===== src/design/store_queue_defines.svh =====
// Store queue build constants
`ifndef STORE_QUEUE_DEFINES_SVH
`define STORE_QUEUE_DEFINES_SVH

// Hardware threads sharing the core with one store entry each
`define SQ_THREADS 4

// Bytes in one L1 data cache line
`define SQ_LINE_BYTES 16

// Width of a physical address
`define SQ_ADDR_WIDTH 32

`endif

===== src/design/store_queue_pkg.sv =====
// Store path shared types
`include "store_queue_defines.svh"

package store_queue_pkg;

	// Address split for a 64 set cache
	localparam int OFFSET_WIDTH = $clog2(`SQ_LINE_BYTES);
	localparam int SET_IDX_WIDTH = 6;
	localparam int TAG_WIDTH = `SQ_ADDR_WIDTH - SET_IDX_WIDTH - OFFSET_WIDTH;

	typedef logic [$clog2(`SQ_THREADS) - 1:0] thread_idx_t;
	typedef logic [`SQ_THREADS - 1:0] thread_bitmap_t;
	typedef logic [`SQ_LINE_BYTES * 8 - 1:0] line_data_t;
	typedef logic [`SQ_LINE_BYTES - 1:0] line_mask_t;

	typedef struct packed {
		logic [TAG_WIDTH - 1:0] tag;
		logic [SET_IDX_WIDTH - 1:0] set_idx;
		logic [OFFSET_WIDTH - 1:0] offset;
	} line_addr_t;

	// Operation issued by the data cache stage with at most one strobe per cycle
	typedef struct packed {
		logic store_en;
		logic flush_en;
		logic membar_en;
		logic iinvalidate_en;
		logic dinvalidate_en;
		line_addr_t address;
		line_mask_t mask;
		line_data_t data;
		logic synchronized;
		thread_idx_t thread;
	} sq_request_t;

	typedef struct packed {
		line_addr_t address;
		thread_idx_t thread;
	} sq_bypass_t;

	typedef struct packed {
		line_addr_t address;
		thread_idx_t idx;
		line_mask_t mask;
		line_data_t data;
		logic synchronized;
		logic flush;
		logic iinvalidate;
		logic dinvalidate;
	} l2_request_t;

	typedef struct packed {
		logic valid;
		thread_idx_t idx;
		logic sync_success;
	} l2_response_t;

endpackage


===== src/design/store_path_top.sv =====
// L1 store path top level
`timescale 1ns/1ns

module store_path_top
	import store_queue_pkg::*;
(
	input logic clk,
	input logic reset,

	// Data cache stage
	input sq_request_t request,
	input sq_bypass_t bypass_lookup,
	output line_mask_t bypass_mask,
	output line_data_t bypass_data,
	output logic sync_success,
	output logic rollback_en,
	output thread_bitmap_t wake_bitmap,

	// L2 interconnect
	output logic l2_request_valid,
	output l2_request_t l2_request,
	input logic l2_request_ack,
	input l2_response_t l2_response
);

	logic dequeue_ready;
	logic dequeue_ack;
	l2_request_t dequeue_request;

	l1_store_queue store_queue(
		.clk(clk),
		.reset(reset),
		.request(request),
		.bypass_lookup(bypass_lookup),
		.bypass_mask(bypass_mask),
		.bypass_data(bypass_data),
		.sync_success(sync_success),
		.rollback_en(rollback_en),
		.wake_bitmap(wake_bitmap),
		.dequeue_ready(dequeue_ready),
		.dequeue_request(dequeue_request),
		.dequeue_ack(dequeue_ack),
		.l2_response(l2_response)
	);

	l2_request_port request_port(
		.clk(clk),
		.reset(reset),
		.dequeue_ready(dequeue_ready),
		.dequeue_request(dequeue_request),
		.dequeue_ack(dequeue_ack),
		.l2_request_valid(l2_request_valid),
		.l2_request(l2_request),
		.l2_request_ack(l2_request_ack)
	);

endmodule


===== src/design/l2_request_port.sv =====
// L2 request output register
`timescale 1ns/1ns

module l2_request_port
	import store_queue_pkg::*;
(
	input logic clk,
	input logic reset,

	// From the store queue
	input logic dequeue_ready,
	input l2_request_t dequeue_request,
	output logic dequeue_ack,

	// To the L2 interconnect
	output logic l2_request_valid,
	output l2_request_t l2_request,
	input logic l2_request_ack
);

	logic buffer_emptying;
	logic latch_en;

	// The held request leaves at this edge
	assign buffer_emptying = l2_request_valid && l2_request_ack;

	// Room exists when the buffer is empty or drains this cycle
	assign dequeue_ack = !l2_request_valid || buffer_emptying;
	assign latch_en = dequeue_ready && dequeue_ack;

	always_ff @(posedge clk, posedge reset)
	begin
		if (reset)
			l2_request_valid <= 1'b0;
		else if (latch_en)
			l2_request_valid <= 1'b1;
		else if (buffer_emptying)
			l2_request_valid <= 1'b0;
	end

	// Request stays stable until the L2 takes it
	always_ff @(posedge clk)
	begin
		if (latch_en)
			l2_request <= dequeue_request;
	end

endmodule


===== src/design/l1_store_queue.sv =====
// L1 data cache store queue
`timescale 1ns/1ns
`include "store_queue_defines.svh"

module l1_store_queue
	import store_queue_pkg::*;
(
	input logic clk,
	input logic reset,
	input sq_request_t request,
	input sq_bypass_t bypass_lookup,
	output line_mask_t bypass_mask,
	output line_data_t bypass_data,
	output logic sync_success,
	output logic rollback_en,
	output thread_bitmap_t wake_bitmap,
	output logic dequeue_ready,
	output l2_request_t dequeue_request,
	input logic dequeue_ack,
	input l2_response_t l2_response
);

	// Control state of one pending entry
	typedef struct packed {
		logic valid;
		logic synchronized;
		logic flush;
		logic iinvalidate;
		logic dinvalidate;
		logic request_sent;
		logic response_received;
		logic thread_waiting;
		logic sync_success;
	} entry_ctrl_t;

	entry_ctrl_t entry_ctrl[`SQ_THREADS];
	line_addr_t entry_addr[`SQ_THREADS];
	line_mask_t entry_mask[`SQ_THREADS];
	line_data_t entry_data[`SQ_THREADS];

	thread_bitmap_t rollback;
	thread_bitmap_t send_request;
	thread_bitmap_t grant_oh;
	thread_idx_t grant_idx;
	line_addr_t store_line;
	line_addr_t bypass_line;
	logic bypass_hit;

	// Entries are tracked per line so the byte offset is dropped
	assign store_line.tag = request.address.tag;
	assign store_line.set_idx = request.address.set_idx;
	assign store_line.offset = '0;
	assign bypass_line.tag = bypass_lookup.address.tag;
	assign bypass_line.set_idx = bypass_lookup.address.set_idx;
	assign bypass_line.offset = '0;

	rr_arbiter send_arbiter(
		.clk(clk),
		.reset(reset),
		.request(send_request),
		.advance(dequeue_ready && dequeue_ack),
		.grant_oh(grant_oh),
		.grant_idx(grant_idx)
	);

	genvar t;
	generate
		for (t = 0; t < `SQ_THREADS; t++)
		begin : entry_gen
			logic this_thread;
			logic store_req;
			logic membar_req;
			logic control_req;
			logic send_now;
			logic got_response;
			logic restarted_sync;
			logic can_combine;
			logic new_store;
			logic new_control;

			assign this_thread = request.thread == thread_idx_t'(t);
			assign store_req = request.store_en && this_thread;
			assign membar_req = request.membar_en && this_thread;
			assign control_req = this_thread
				&& (request.flush_en || request.iinvalidate_en || request.dinvalidate_en);
			assign send_now = grant_oh[t] && dequeue_ack;
			assign got_response = l2_response.valid && l2_response.idx == thread_idx_t'(t);
			assign restarted_sync = entry_ctrl[t].valid && entry_ctrl[t].response_received
				&& entry_ctrl[t].synchronized;

			// Only plain stores to a line still waiting to leave can merge
			assign can_combine = request.store_en
				&& entry_ctrl[t].valid
				&& !entry_ctrl[t].request_sent
				&& !send_now
				&& !entry_ctrl[t].synchronized
				&& !entry_ctrl[t].flush
				&& !entry_ctrl[t].iinvalidate
				&& !entry_ctrl[t].dinvalidate
				&& !request.synchronized
				&& entry_addr[t] == store_line;

			assign new_store = store_req && !restarted_sync
				&& (!entry_ctrl[t].valid || can_combine || got_response);
			assign new_control = control_req && (!entry_ctrl[t].valid || got_response);

			assign send_request[t] = entry_ctrl[t].valid && !entry_ctrl[t].request_sent;
			assign wake_bitmap[t] = got_response && entry_ctrl[t].thread_waiting;

			always_comb
			begin
				rollback[t] = 1'b0;
				if (store_req || control_req)
				begin
					// A first synchronized store waits for its L2 result even with room
					if (request.synchronized)
						rollback[t] = !restarted_sync;
					else if (entry_ctrl[t].valid && !can_combine && !got_response)
						rollback[t] = 1'b1;
				end
				else if (membar_req && entry_ctrl[t].valid && !got_response)
					rollback[t] = 1'b1;
			end

			always_ff @(posedge clk, posedge reset)
			begin
				if (reset)
					entry_ctrl[t] <= '0;
				else
				begin
					if (send_now)
						entry_ctrl[t].request_sent <= 1'b1;

					if (wake_bitmap[t])
						entry_ctrl[t].thread_waiting <= 1'b0;
					else if (rollback[t])
						entry_ctrl[t].thread_waiting <= 1'b1;

					if (store_req && restarted_sync)
					begin
						// The restarted instruction collects the result and frees the entry
						entry_ctrl[t].valid <= 1'b0;
					end
					else if (new_store && !can_combine)
					begin
						entry_ctrl[t].valid <= 1'b1;
						entry_ctrl[t].synchronized <= request.synchronized;
						entry_ctrl[t].flush <= 1'b0;
						entry_ctrl[t].iinvalidate <= 1'b0;
						entry_ctrl[t].dinvalidate <= 1'b0;
						entry_ctrl[t].request_sent <= 1'b0;
						entry_ctrl[t].response_received <= 1'b0;
					end
					else if (new_control)
					begin
						entry_ctrl[t].valid <= 1'b1;
						entry_ctrl[t].synchronized <= 1'b0;
						entry_ctrl[t].flush <= request.flush_en;
						entry_ctrl[t].iinvalidate <= request.iinvalidate_en;
						entry_ctrl[t].dinvalidate <= request.dinvalidate_en;
						entry_ctrl[t].request_sent <= 1'b0;
						entry_ctrl[t].response_received <= 1'b0;
					end

					// A response retires the entry unless a new one replaces it now
					if (got_response && !new_store && !new_control)
					begin
						if (entry_ctrl[t].synchronized)
						begin
							entry_ctrl[t].response_received <= 1'b1;
							entry_ctrl[t].sync_success <= l2_response.sync_success;
						end
						else
							entry_ctrl[t].valid <= 1'b0;
					end
				end
			end

			always_ff @(posedge clk)
			begin
				if (new_store)
				begin
					// Later bytes overwrite earlier ones only where the new mask is set
					for (int b = 0; b < `SQ_LINE_BYTES; b++)
						if (request.mask[b])
							entry_data[t][b * 8+:8] <= request.data[b * 8+:8];
					entry_mask[t] <= can_combine ? (entry_mask[t] | request.mask) : request.mask;
					entry_addr[t] <= store_line;
				end
				else if (new_control)
				begin
					entry_mask[t] <= '0;
					entry_addr[t] <= store_line;
				end
			end
		end
	endgenerate

	assign dequeue_ready = |grant_oh;
	assign dequeue_request.address = entry_addr[grant_idx];
	assign dequeue_request.idx = grant_idx;
	assign dequeue_request.mask = entry_mask[grant_idx];
	assign dequeue_request.data = entry_data[grant_idx];
	assign dequeue_request.synchronized = entry_ctrl[grant_idx].synchronized;
	assign dequeue_request.flush = entry_ctrl[grant_idx].flush;
	assign dequeue_request.iinvalidate = entry_ctrl[grant_idx].iinvalidate;
	assign dequeue_request.dinvalidate = entry_ctrl[grant_idx].dinvalidate;

	// Cache control entries carry no data to forward
	assign bypass_hit = entry_ctrl[bypass_lookup.thread].valid
		&& !entry_ctrl[bypass_lookup.thread].flush
		&& !entry_ctrl[bypass_lookup.thread].iinvalidate
		&& !entry_ctrl[bypass_lookup.thread].dinvalidate
		&& entry_addr[bypass_lookup.thread] == bypass_line;

	always_ff @(posedge clk, posedge reset)
	begin
		if (reset)
		begin
			bypass_mask <= '0;
			sync_success <= 1'b0;
			rollback_en <= 1'b0;
		end
		else
		begin
			bypass_mask <= bypass_hit ? entry_mask[bypass_lookup.thread] : '0;
			sync_success <= entry_ctrl[request.thread].sync_success;
			rollback_en <= |rollback;
		end
	end

	always_ff @(posedge clk)
		bypass_data <= bypass_hit ? entry_data[bypass_lookup.thread] : '0;

endmodule


===== src/design/rr_arbiter.sv =====
// Round-robin arbiter
`timescale 1ns/1ns
`include "store_queue_defines.svh"

module rr_arbiter
	import store_queue_pkg::*;
(
	input logic clk,
	input logic reset,
	input thread_bitmap_t request,
	input logic advance,
	output thread_bitmap_t grant_oh,
	output thread_idx_t grant_idx
);

	// Requester with the highest priority this cycle
	thread_idx_t priority_ptr;
	thread_idx_t candidate;
	logic found;

	// Scan from the pointer and take the first requester
	always_comb
	begin
		grant_oh = '0;
		found = 1'b0;
		candidate = '0;
		for (int i = 0; i < `SQ_THREADS; i++)
		begin
			candidate = thread_idx_t'((int'(priority_ptr) + i) % `SQ_THREADS);
			if (!found && request[candidate])
			begin
				found = 1'b1;
				grant_oh[candidate] = 1'b1;
			end
		end
	end

	always_comb
	begin
		grant_idx = '0;
		for (int i = 0; i < `SQ_THREADS; i++)
			if (grant_oh[i])
				grant_idx = grant_idx | thread_idx_t'(i);
	end

	// The winner drops to lowest priority once its request is taken
	always_ff @(posedge clk, posedge reset)
	begin
		if (reset)
			priority_ptr <= '0;
		else if (advance && |request)
			priority_ptr <= (grant_idx == thread_idx_t'(`SQ_THREADS - 1)) ? '0 : grant_idx + 1'b1;
	end

endmodule


===== config.mk =====
export PLATFORM = sky130hd
export DESIGN_NAME = store_path_top
export DESIGN_NICKNAME = d
export VERILOG_FILES = /design/src/design/store_queue_pkg.sv /design/src/design/store_path_top.sv /design/src/design/l2_request_port.sv /design/src/design/l1_store_queue.sv /design/src/design/rr_arbiter.sv
export VERILOG_INCLUDE_DIRS = /design/src /design/src/design
export SDC_FILE = /design/constraint.sdc
export NUM_CORES = 1
export LEC_CHECK = 0
export BUFFER_PORTS_ARGS = -buffer_cell sky130_fd_sc_hd__buf_2
export CORE_AREA = 2 2 315 472
export DETAILED_ROUTE_END_ITERATION = 8
export DIE_AREA = 0 0 317 474
export PLACE_DENSITY_LB_ADDON = 0.05
export SLEW_MARGIN = 20
export SYNTH_ARGS = -nofsm -noshare
export SYNTH_HDL_FRONTEND = slang
export SYNTH_HIERARCHICAL = 1
export SYNTH_SLANG_ARGS = --single-unit

===== constraint.sdc =====
create_clock -name clk -period 7.7 [get_ports clk]
set_input_delay 0.77 -clock clk [delete_from_list [all_inputs] [get_ports clk]]
set_output_delay 0.77 -clock clk [all_outputs]
set_load 0.005 [all_outputs]

# [After elaboration in Yosys (flattened, before gate mapping)]
# Memory sizes are Yosys's and may differ from the RTL's. A register that Yosys moved wholly into a read port is not among the register bits.
# Index checks and enable logic that the tools add are counted.
[word_totals] reg_bits=67 mem_bits_rw=688 inputBits=225 wordCells=638 n_memories=3
[op_classes] n_addsub=4 magnitude_cmp=11 eq_ne=12 mux=302 bitwise_logic=22 reduce_logical=237
[memory_table] name="store_queue.entry_data" depth=4 word_bits=128 rd=2 rd_ports_with_merged_regs=2 wr=1 line="l1_store_queue.sv:39" rtl="line_data_t entry_data[`SQ_THREADS];"
[memory_table] name="store_queue.entry_addr" depth=4 word_bits=28 rd=6 rd_ports_with_merged_regs=1 wr=1 line="l1_store_queue.sv:37" rtl="line_addr_t entry_addr[`SQ_THREADS];"
[memory_table] name="store_queue.entry_mask" depth=4 word_bits=16 rd=6 rd_ports_with_merged_regs=1 wr=1 line="l1_store_queue.sv:38" rtl="line_mask_t entry_mask[`SQ_THREADS];"
[op_table] cell="128-bit two-way mux" n=3
[op_table] cell="128-bit OR reduction" n=3
[op_table] cell="16-bit two-way mux" n=15
[op_table] cell="1-bit two-way mux" n=234
[op_table] cell="28-bit two-way mux" n=7
[op_table] cell="32-bit equality test" n=5
[op_table] cell="1-bit logical AND" n=130
[op_table] cell="28-bit OR reduction" n=3
[op_table] cell="16-bit OR" n=4
[op_table] cell="1-bit logical NOT" n=57
[op_table] cell="7-bit two-way mux" n=8
[op_table] cell="9-bit binary-select mux with 2-bit select" n=3
[op_table] cell="16-bit OR reduction" n=3
[op_table] cell="2-bit two-way mux" n=16
[op_table] cell="1-bit logical OR" n=19
[op_table] cell="9-bit two-way mux" n=2
[op_table] cell="2-bit nonzero test" n=9
[op_table] cell="4-bit two-way mux" n=4
[op_table] cell="8-bit two-way mux" n=2
[op_table] cell="2-bit AND reduction" n=8
[op_table] cell="2-bit by 3-bit < comparator with 1-bit output, second input constant" n=4
[op_table] cell="4-bit OR" n=3
[op_table] cell="4-bit OR reduction" n=3
[op_table] cell="2-bit equality test, second input constant" n=5
[op_table] cell="11 further kinds" n=38

# [Logic depth before layout (Yosys ltp)]
# Gate-level depths: netlist (run 1).
[logic_depth] word_depth=33 ltp_mapped=16 depth_no_buf=14

# [Cells and area by module]
# Netlist (run 1), hierarchy kept.
[by_module_without_submodules] mod="l1_store_queue" instances=1 cells_each=2061 area_per_inst_um2=37587.3 seq_area_each_um2=24413.4
[by_module_without_submodules] mod="l2_request_port" instances=1 cells_each=187 area_per_inst_um2=5522.8 seq_area_each_um2=5490.3
[by_module_without_submodules] mod="rr_arbiter" instances=1 cells_each=45 area_per_inst_um2=444.2 seq_area_each_um2=50.0

# [Worst setup path after synthesis (run 1)]
# No wires, ideal clock.
[synth_path] kind="reg-to-reg" startpoint="reg store_queue.send_arbiter.priority_ptr[0]" endpoint="mem store_queue/entry_addr[3][0] (netlist name), enable pin" setup_time_ns=0.506 arrival_time_ns=5.710 required_ns=7.194 path_slack_ns=1.484 path_stages_with_launch=15 path_cell_list="dfrtp_1 buf_6 inv_1 ha_1 mux4_2 nand2_1 o21ai_1 a221oi_2 inv_1 a21oi_1 nand4_1 nor4_1 buf_2 nor2_1 o21ai_0"
[synth_rtl] item="start: declaration" line="rr_arbiter.sv:17" rtl="thread_idx_t priority_ptr;"
[synth_rtl] item="start signal: assignment" line="rr_arbiter.sv:52" rtl="priority_ptr <= (grant_idx == thread_idx_t'(`SQ_THREADS - 1)) ? '0 : grant_idx + 1'b1;"
[synth_rtl] item="parallel branches: the longest is 11 deep, another holds 2-bit by 3-bit < comparator with 1-bit output"
[synth_rtl] item="4-bit two-way mux (*)" line="rr_arbiter.sv:30" rtl="if (!found && request[candidate])"
[synth_rtl] item="named net store_queue.grant_oh[3]" line="l1_store_queue.sv:43" rtl="thread_bitmap_t grant_oh;"
[synth_rtl] item="1-bit logical AND (*)" line="l1_store_queue.sv:86" rtl="assign send_now = grant_oh[t] && dequeue_ack;"
[synth_rtl] item="1-bit logical NOT (*)" line="l1_store_queue.sv:95" rtl="&& !send_now"
[synth_rtl] item="1-bit logical AND (*)" line="l1_store_queue.sv:95"
[synth_rtl] item="1-bit logical AND (*)" line="l1_store_queue.sv:96" rtl="&& !entry_ctrl[t].synchronized"
[synth_rtl] item="1-bit logical AND (*)" line="l1_store_queue.sv:97" rtl="&& !entry_ctrl[t].flush"
[synth_rtl] item="(+3 left out)"
[synth_rtl] item="1-bit logical AND (*)" line="l1_store_queue.sv:101" rtl="&& entry_addr[t] == store_line;"
[synth_rtl] item="1-bit logical OR (*) (2 in series)" line="l1_store_queue.sv:104" rtl="&& (!entry_ctrl[t].valid || can_combine || got_response);"
[synth_rtl] item="1-bit logical AND (*)" line="l1_store_queue.sv:104"
[synth_rtl] item="1-bit two-way mux" line="l1_store_queue.sv:181" rtl="if (new_store)"
[synth_rtl] item="1-bit two-way mux, on equally long branches" line="l1_store_queue.sv:188, l1_store_queue.sv:193"
[synth_rtl] item="1-bit OR (no line) (*)"
[synth_rtl] item="28-bit OR reduction (no line)"
[synth_rtl] item="2-bit two-way mux (no line) / 1-bit two-way mux (equally long branches)"
[synth_rtl] item="end: declaration" line="l1_store_queue.sv:37"
# Mark *: on every way through the listed nets, which the timed path passes. The select of a mux whose other input is x is not followed.

# [Worst setup path in the final report (run 1)]
[layout_path] startpoint="reg store_queue.send_arbiter.priority_ptr[0]" endpoint="mem store_queue/entry_data[3][49] (netlist name), enable pin"
[layout_rtl] item="parallel branches: the longest is 11 deep, another holds 2-bit by 3-bit < comparator with 1-bit output"
[layout_rtl] item="4-bit two-way mux (*)" line="rr_arbiter.sv:30"
[layout_rtl] item="named net store_queue.grant_oh[3]" line="l1_store_queue.sv:43"
[layout_rtl] item="1-bit logical AND (*)" line="l1_store_queue.sv:86"
[layout_rtl] item="1-bit logical NOT (*)" line="l1_store_queue.sv:95"
[layout_rtl] item="1-bit logical AND (*)" line="l1_store_queue.sv:95"
[layout_rtl] item="1-bit logical AND (*)" line="l1_store_queue.sv:96"
[layout_rtl] item="1-bit logical AND (*)" line="l1_store_queue.sv:97"
[layout_rtl] item="(+2 left out)"
[layout_rtl] item="1-bit logical AND (*)" line="l1_store_queue.sv:100" rtl="&& !request.synchronized"
[layout_rtl] item="1-bit logical AND (*)" line="l1_store_queue.sv:101"
[layout_rtl] item="1-bit logical OR (*) (2 in series)" line="l1_store_queue.sv:104"
[layout_rtl] item="1-bit logical AND (*)" line="l1_store_queue.sv:104"
[layout_rtl] item="1-bit two-way mux" line="l1_store_queue.sv:181"
[layout_rtl] item="1-bit two-way mux (implied by the code)" line="l1_store_queue.sv:186" rtl="entry_data[t][b * 8+:8] <= request.data[b * 8+:8];"
[layout_rtl] item="128-bit OR reduction (no line)"
[layout_rtl] item="2-bit two-way mux (no line) / 16-bit two-way mux (equally long branches)"
[layout_rtl] item="end: declaration" line="l1_store_queue.sv:39"
# Marked as above.

==> impl_metrics.toml, run 1 <==
[synthesis]
async_reset_ff_frac = 0.0540
ys_seq_area_frac = 0.688
synth-seq-cells = 1055
syn-cell-area_mm2 = 0.0436
syn_area_per_cell_um2 = 19.0
synth_edf_count = 854
synth-main-ff-cell = "edfxtp_1"
ys_types = 61
syn_inst = 2293
yosysWarnings = 6

[routing]
drt_iter0_drc = 1531
antenna_left = 0
firstDrtPassIters = 7
routed_wl_um = 137000
drc = 0
vias = 24000
wl_per_cell_um = 28.0
post_drt_via_cell_ratio = 4.89

[pwr]
ir_drop_mv = 0.609
powerDensity_mw_per_mm2 = 422
leakage_nw = 18.3

[place]
io_buffers = 549
gp_congestion = 0.790
dp.final_hpwl_um = 90600
dp_slack_ns = 1.99
dp.cells = 4669
placed_area_mm2 = 0.0486

[clock_tree]
cts.sinks = 1055
htreeDepth = 3
clkSlewWorstSetupHoldPaths_ns = 0.06
root_buffer = "clkbuf_16"
clockBufferDepth = 3
hold_buffers = 1
ctsResizeCount = 0
cts_tree = "yes"
clock_latency_ns = 0.75
postCtsSetupRepairBufs = 0
cts-buffers-inserted = 113

[worst_setup_path]
crit_slowest_cell = "nor2_4"
critPathCapture = "store_queue/entry_data[3][49]"
reg2reg_from = "store_queue/send_arbiter/priority_ptr[0]"
max_stage_delay_ns = 0.85
crit_path_max_fanout = 16
startpoint_type = "flop"
r2r-end = "store_queue/entry_data[3][49]"
end_kind = "flop"
crit_chain = "inv_1 -> ha_1 -> mux4_2 -> nand2_1 -> o21ai_1 -> a221oi_2 -> inv_1 -> a21oi_1 -> nand4_1 -> nor4_2 -> nor2_1 -> nor2_4 -> and2_1"
r2r_slack_ns = 2.09
critPathKind = "reg2reg"
crit_buf_inv = 2
crit_start = "store_queue/send_arbiter/priority_ptr[0]"
cp.depth = 13
required_ns = 8.07
critical-path-top-delay-family = "simple AND/OR/NAND/NOR gates"
worstPathArrival_ns = 5.98
worst-r2r-cell-count = 13
crit_top_cell = "inv_1"

[outcome]
status = "finished, final reports clean"

[final_layout]
final_cells = 4901
fin_nets = 3102
fin_area_mm2 = 0.0525
fill_cells = 13800
final-seq-area_mm2 = 0.0300
final_cell_mix = "edfxtp_1, buf_2, mux4_2"
drive_above_1_share = 0.405
fin_util = 0.359
area_growth_syn_to_layout_pct = 20.5
multi_input_area_mm2 = 0.0131
final_common_cell = "edfxtp_1"

[floorplanning]
die_h_um = 474
core-area_mm2 = 0.146
io_pins = 558
fp.dieW_um = 317
fp-row-count = 172
die_area_mm2 = 0.150
initial_utilization = 0.298

[grt]
first_global_vias = 26000
grt_first_pass_wirelength_um = 194000
grt_max_degree = 95
track_usage = 0.181
antenna_found_initial = 53
grt-ovfl-total = 0

[run]
drv_cap = 0

[timing]
finalSetupViolCount = 0
min_period_ns = 5.61
worst_slew_pin_slew_ns = 1.06
skew_ns = 0.0347
drv_slew = 0
timing.fmax_ghz = 0.178
fin_crit_sh = 0.729
relSlewSlack = 0.293
tns_ns = 0
rsz0062_at_grt = "no"
setup_ws_ns = 2.09
hold_viol = 0

[min_path]
holdCritPathClass = "in2reg"
## per-layer routing
layer	track usage	wire (um)	vias to the layer above
li1	-	-	10300
met1	0.231	56400	12500
met2	0.297	66200	795
met3	0.0558	11000	210
met4	0.0520	3110	64
met5	0	391	-
## worst min path at each step
stage | from | endpoint | slack [ns] | cells past startpoint
finish | request[117] | store_queue/entry_data[2][114] | 0.24 | 1
global route | request[117] | store_queue/entry_data[2][114] | 0.20 | 1
CTS | request[69] | store_queue/entry_data[0][66] | 0.16 | 1
detailed placement | store_queue/entry_ctrl[20] | store_queue/entry_ctrl[20] | 0.48 | 1
global placement | store_queue/entry_ctrl[20] | store_queue/entry_ctrl[20] | 0.47 | 1
floorplan | store_queue/entry_ctrl[20] | store_queue/entry_ctrl[20] | 0.45 | 1
## cell type report
cell class              instances  area share
flip-flops and latches       1055       0.571
multi-input cells            1100       0.249
clock buffers                 155      0.0594
repair buffers                580      0.0587
well taps                    1914      0.0456
clock inverters                57      0.0145
inverters                      21     0.00150
diodes                         19    0.000906
## power by group
| group | internal, mW | switching (mW) |
|---|---|---|
| logic | 3.65 | 4.54 |
| clock network | 3.40 | 2.33 |
| registers | 7.87 | 0.384 |
## synthesized netlist by cell type, types with 17 or more instances
library cell / number / area [um2]
xor2_1: 62 / 543
xnor2_1: 79 / 692
nor4_1: 17 / 106
dfxtp_1: 144 / 2880
nand3_1: 28 / 140
mux4_2: 353 / 7950
edfxtp_1: 854 / 25600
nand2b_1: 19 / 119
and2_1: 67 / 419
buf_1: 27 / 101
dfrtp_1: 57 / 1430
a21oi_1: 58 / 290
o21ai_0: 18 / 90.1
inv_1: 21 / 78.8
nor2_1: 75 / 282
nand2_1: 38 / 143
nor2b_1: 93 / 582
nand4_1: 22 / 138
nor2b_2: 60 / 526
clkbuf_1: 64 / 240
## flip-flops by register name, indices dropped and copies added (netlist names)
signal / count
store_queue/sync_success: 1
store_queue/entry_ctrl: 36
request_port/l2_request_valid: 1
store_queue/rollback_en: 1
store_queue/bypass_mask: 16
store_queue/bypass_data: 128
store_queue/send_arbiter/priority_ptr: 2
store_queue/entry_addr: 112
store_queue/entry_data: 512
request_port/l2_request: 182
store_queue/entry_mask: 64
## metrics by stage
stage                     total power [mW]  hold slack (ns)
after CTS                             22.8            0.160
after global routing                  23.4            0.204
final                                 22.2            0.242
after floorplan                       13.6            0.449
after detailed placement              16.9            0.478
after global placement                17.0            0.473
## cell families (layout without fill, tap and decap cells)
family / after synthesis / in the layout / share of synthesized area
and+or+nand+nor: 466 / 466 / 0.0650
xor gates and xnor gates: 141 / 141 / 0.0284
buffers and inverters: 141 / 813 / 0.0146
DFF: 1055 / 1055 / 0.688
other: 1 / 23 / 0.0000861
AOI/OAI and AO/OA: 125 / 125 / 0.0183
muxes: 358 / 358 / 0.184
adders and majority gates: 6 / 6 / 0.00172
Note: power is estimated with default switching activity, not from simulation.
==> run 2: changes to the inputs <==
--- a/config.mk
+++ b/config.mk
@@ -6,10 +6,11 @@
 export SDC_FILE = /design/constraint.sdc
 export NUM_CORES = 1
 export LEC_CHECK = 0
+export ABC_AREA = 1
 export BUFFER_PORTS_ARGS = -buffer_cell sky130_fd_sc_hd__buf_2
-export CORE_AREA = 2 2 315 472
+export CORE_AREA = 2 2 323 485
 export DETAILED_ROUTE_END_ITERATION = 8
-export DIE_AREA = 0 0 317 474
+export DIE_AREA = 0 0 325 487
 export PLACE_DENSITY_LB_ADDON = 0.05
 export SLEW_MARGIN = 20
 export SYNTH_ARGS = -nofsm -noshare
==> constraint.sdc (replaced) <==
create_clock -name clk -period 5.4 [get_ports clk]
set_input_delay 0.54 -clock clk [delete_from_list [all_inputs] [get_ports clk]]
set_output_delay 0.54 -clock clk [all_outputs]
set_load 0.005 [all_outputs]
==> impl_metrics.toml, run 2 <==
[grt]
use_met1 = 0.254
top_usage_layer = "met2"
met2_usage = 0.351
track_usage = 0.203
antenna_found_initial = 30
grt_first_pass_wirelength_um = 237000
grt_max_degree = 194
first_global_vias = 35000
use_met3 = 0.0449
grt-ovfl-total = 0

[min_path]
hold-path-cell-count = 3
holdCritPathClass = "in2reg"
hold_path_startpoint = "request[179]"
whs_endpoint = "store_queue/entry_ctrl[13]"

[clock_tree]
postCtsSetupRepairBufs = 0
clockBufferDepth = 3
ctsResizeCount = 0
htreeDepth = 3
clkSlewWorstSetupHoldPaths_ns = 0.07
clock_latency_ns = 0.76
cts_tree = "yes"
root_buffer = "clkbuf_16"
cts.sinks = 1055
cts-buffers-inserted = 110
hold_buffers = 129

[final_layout]
final_cells = 7422
largest_register = "store_queue/entry_data"
drive_above_1_share = 0.163
final_cell_mix = "nand2_1, edfxtp_1, o21ai_0"
fin_area_mm2 = 0.0563
largest_reg_flops = 512
fin_nets = 5487
area_growth_syn_to_layout_pct = 22.7
top_regs = "store_queue/entry_data x512, request_port/l2_request x182, store_queue/bypass_data x128"
final_common_cell = "nand2_1"

[worst_setup_path]
required_ns = 5.76
crit_slowest_cell = "nor2_1"
end_kind = "flop"
crit_chain = "inv_2 -> ha_1 -> inv_1 -> nand3_1 -> nand2_1 -> nand2_4 -> nor2_4 -> and2_4 -> nor2_4 -> inv_1 -> nand2_1 -> nand3_1 -> nor2_1 -> nand2_1 -> nor2_2 -> nand2_1 -> nand2_1 -> nand2_2 -> nor2_1"
r2r-end = "store_queue/entry_data[3][46]"
worstPathArrival_ns = 4.73
max_stage_delay_ns = 0.88
critical-path-top-delay-family = "simple AND/OR/NAND/NOR gates"
critPathKind = "reg2reg"
reg2reg_from = "store_queue/send_arbiter/priority_ptr[0]"
startpoint_type = "flop"
crit_buf_inv = 3
worst-r2r-cell-count = 19
r2r_slack_ns = 1.03
crit_path_max_fanout = 11
crit_top_cell = "nand2_1"

[synthesis]
yosysMostFrequentCell = "nand2_1"
synth_xor_xnor_area_share = 0.0147
synth-seq-cells = 1055
yosys.area.top_type = "edfxtp_1"
syn-cell-area_mm2 = 0.0459
synth_fa_ha_area_frac = 0.00164
synth_edf_count = 854
syn_inst = 4618
syn_area_per_cell_um2 = 9.94
yosys-top-cells-area = "edfxtp_1, o21ai_0, nand2_1, dfxtp_1, a21oi_1"
yosysWarnings = 6
async_reset_ff_frac = 0.0540
synth_top_family_by_area = "compound AO/OA/AOI/OAI gates"
ys_types = 41
synth_mux_area_frac = 0
synth_common_cells = "nand2_1, edfxtp_1, o21ai_0"
ys_seq_area_frac = 0.653
synth_compound_gate_area_share = 0.148
yosys.area.top_type_share = 0.559
yosys.area_share.simple = 0.129
synth-main-ff-cell = "edfxtp_1"

[floorplanning]
die_area_mm2 = 0.158
die_h_um = 487
fp-row-count = 177
fp.dieW_um = 325
core-area_mm2 = 0.154
initial_utilization = 0.297
io_pins = 558

[pwr]
powerDensity_mw_per_mm2 = 629
ir_drop_mv = 0.839
leakage_nw = 22.5

[place]
dp.final_hpwl_um = 108000
gp_congestion = 0.830
io_buffers = 549
placed_area_mm2 = 0.0513
dp.cells = 7073

[routing]
antenna_left = 0
drc = 0
drt_iter0_drc = 2443
vias = 35400
routed_wl_um = 165000
post_drt_via_cell_ratio = 4.77
firstDrtPassIters = 6
wl_per_cell_um = 22.2

[timing]
hold_slack_ns = 0.0687
skew_ns = 0.0347
relSlewSlack = 0.293
min_period_ns = 4.37
timing.fmax_ghz = 0.229
hold_viol = 0
fin_crit_sh = 0.808
tns_ns = 0
rsz0062_at_grt = "no"
finalSetupViolCount = 0
worst_slew_pin_slew_ns = 1.06
drv_slew = 0

[run]
drv_cap = 0

[outcome]
status = "finished, final reports clean"
==> run 2: cell types whose count changed in the layout (fill, tap and decap cells not counted), moves of 92 or more <==
| cell | change |
|---|---|
| nor2b_1 | -92 |
| inv_1 | +330 |
| a21oi_1 | +509 |
| dlygate4sd3_1 | +128 |
| nand2_1 | +826 |
| mux4_2 | -353 |
| o21ai_0 | +664 |
| nor2_1 | +448 |
==> run 2: worst max-delay path by stage <==
stage,start,end,slack [ns],depth (start not counted)
6_report,store_queue/send_arbiter/priority_ptr[0],store_queue/entry_data[3][46],1.03,19
5_1_grt,store_queue/send_arbiter/priority_ptr[1],store_queue/entry_data[3][46],0.80,20
4_1_cts,store_queue/send_arbiter/priority_ptr[1],store_queue/entry_data[3][46],1.02,19
3_5_place_dp,store_queue/send_arbiter/priority_ptr[0],store_queue/entry_data[3][44],1.05,19
3_3_place_gp,store_queue/send_arbiter/priority_ptr[0],store_queue/entry_data[3][46],1.05,19
2_1_floorplan,store_queue/send_arbiter/priority_ptr[0],request_port/l2_request[0],0.23,13
==> run 2: kinds of logic after synthesis <==
group | after synthesis
AOI/OAI and AO/OA | 1333
xor gates and xnor gates | 77
adders and majority gates | 6
buffers and inverters | 637
DFF | 1055
other | 1
and+or+nand+nor | 1509
==> run 2: area by class of cell <==
| cell class | instances | area (um2) |
|---|---|---|
| clock inverters | 60 | 679 |
| repair buffers | 797 | 5180 |
| well taps | 2058 | 2570 |
| inverters | 363 | 1390 |
| diodes | 10 | 25.0 |
| fillers | 15600 | 98000 |
| multi-input cells | 2929 | 13500 |
| clock buffers | 150 | 3040 |
| flip-flops and latches | 1055 | 30000 |
==> run 2: power breakdown <==
group	total (mW)	switching (mW)	internal (mW)	leakage, nW
clock	7.93	3.42	4.50	1.81
sequential	12.1	0.556	11.5	9.75
combinational	15.4	11.1	4.31	10.9
==> run 2: metrics by stage <==
stage / total power [mW] / setup WS [ns] / utilization
4_1_cts: 36.1 / 1.02 / 0.365
6_report: 35.4 / 1.03 / 0.365
3_3_place_gp: 27.8 / 1.05 / 0.332
3_5_place_dp: 27.8 / 1.05 / 0.332
2_1_floorplan: 20.8 / 0.235 / -
5_1_grt: 37.9 / 0.798 / 0.365
==> run 2: layer usage <==
metal,routed length (um),vias up
met5,230,-
met4,3740,36
met3,10700,222
met2,80600,992
met1,69600,17100
li1,-,17000
==> run 2: worst min-delay path, delay by kind of cell <==
kind / cells / cell delay, ns
AND/OR/NAND/NOR: 2 / 0.12
buffers and inverters: 1 / 0.13
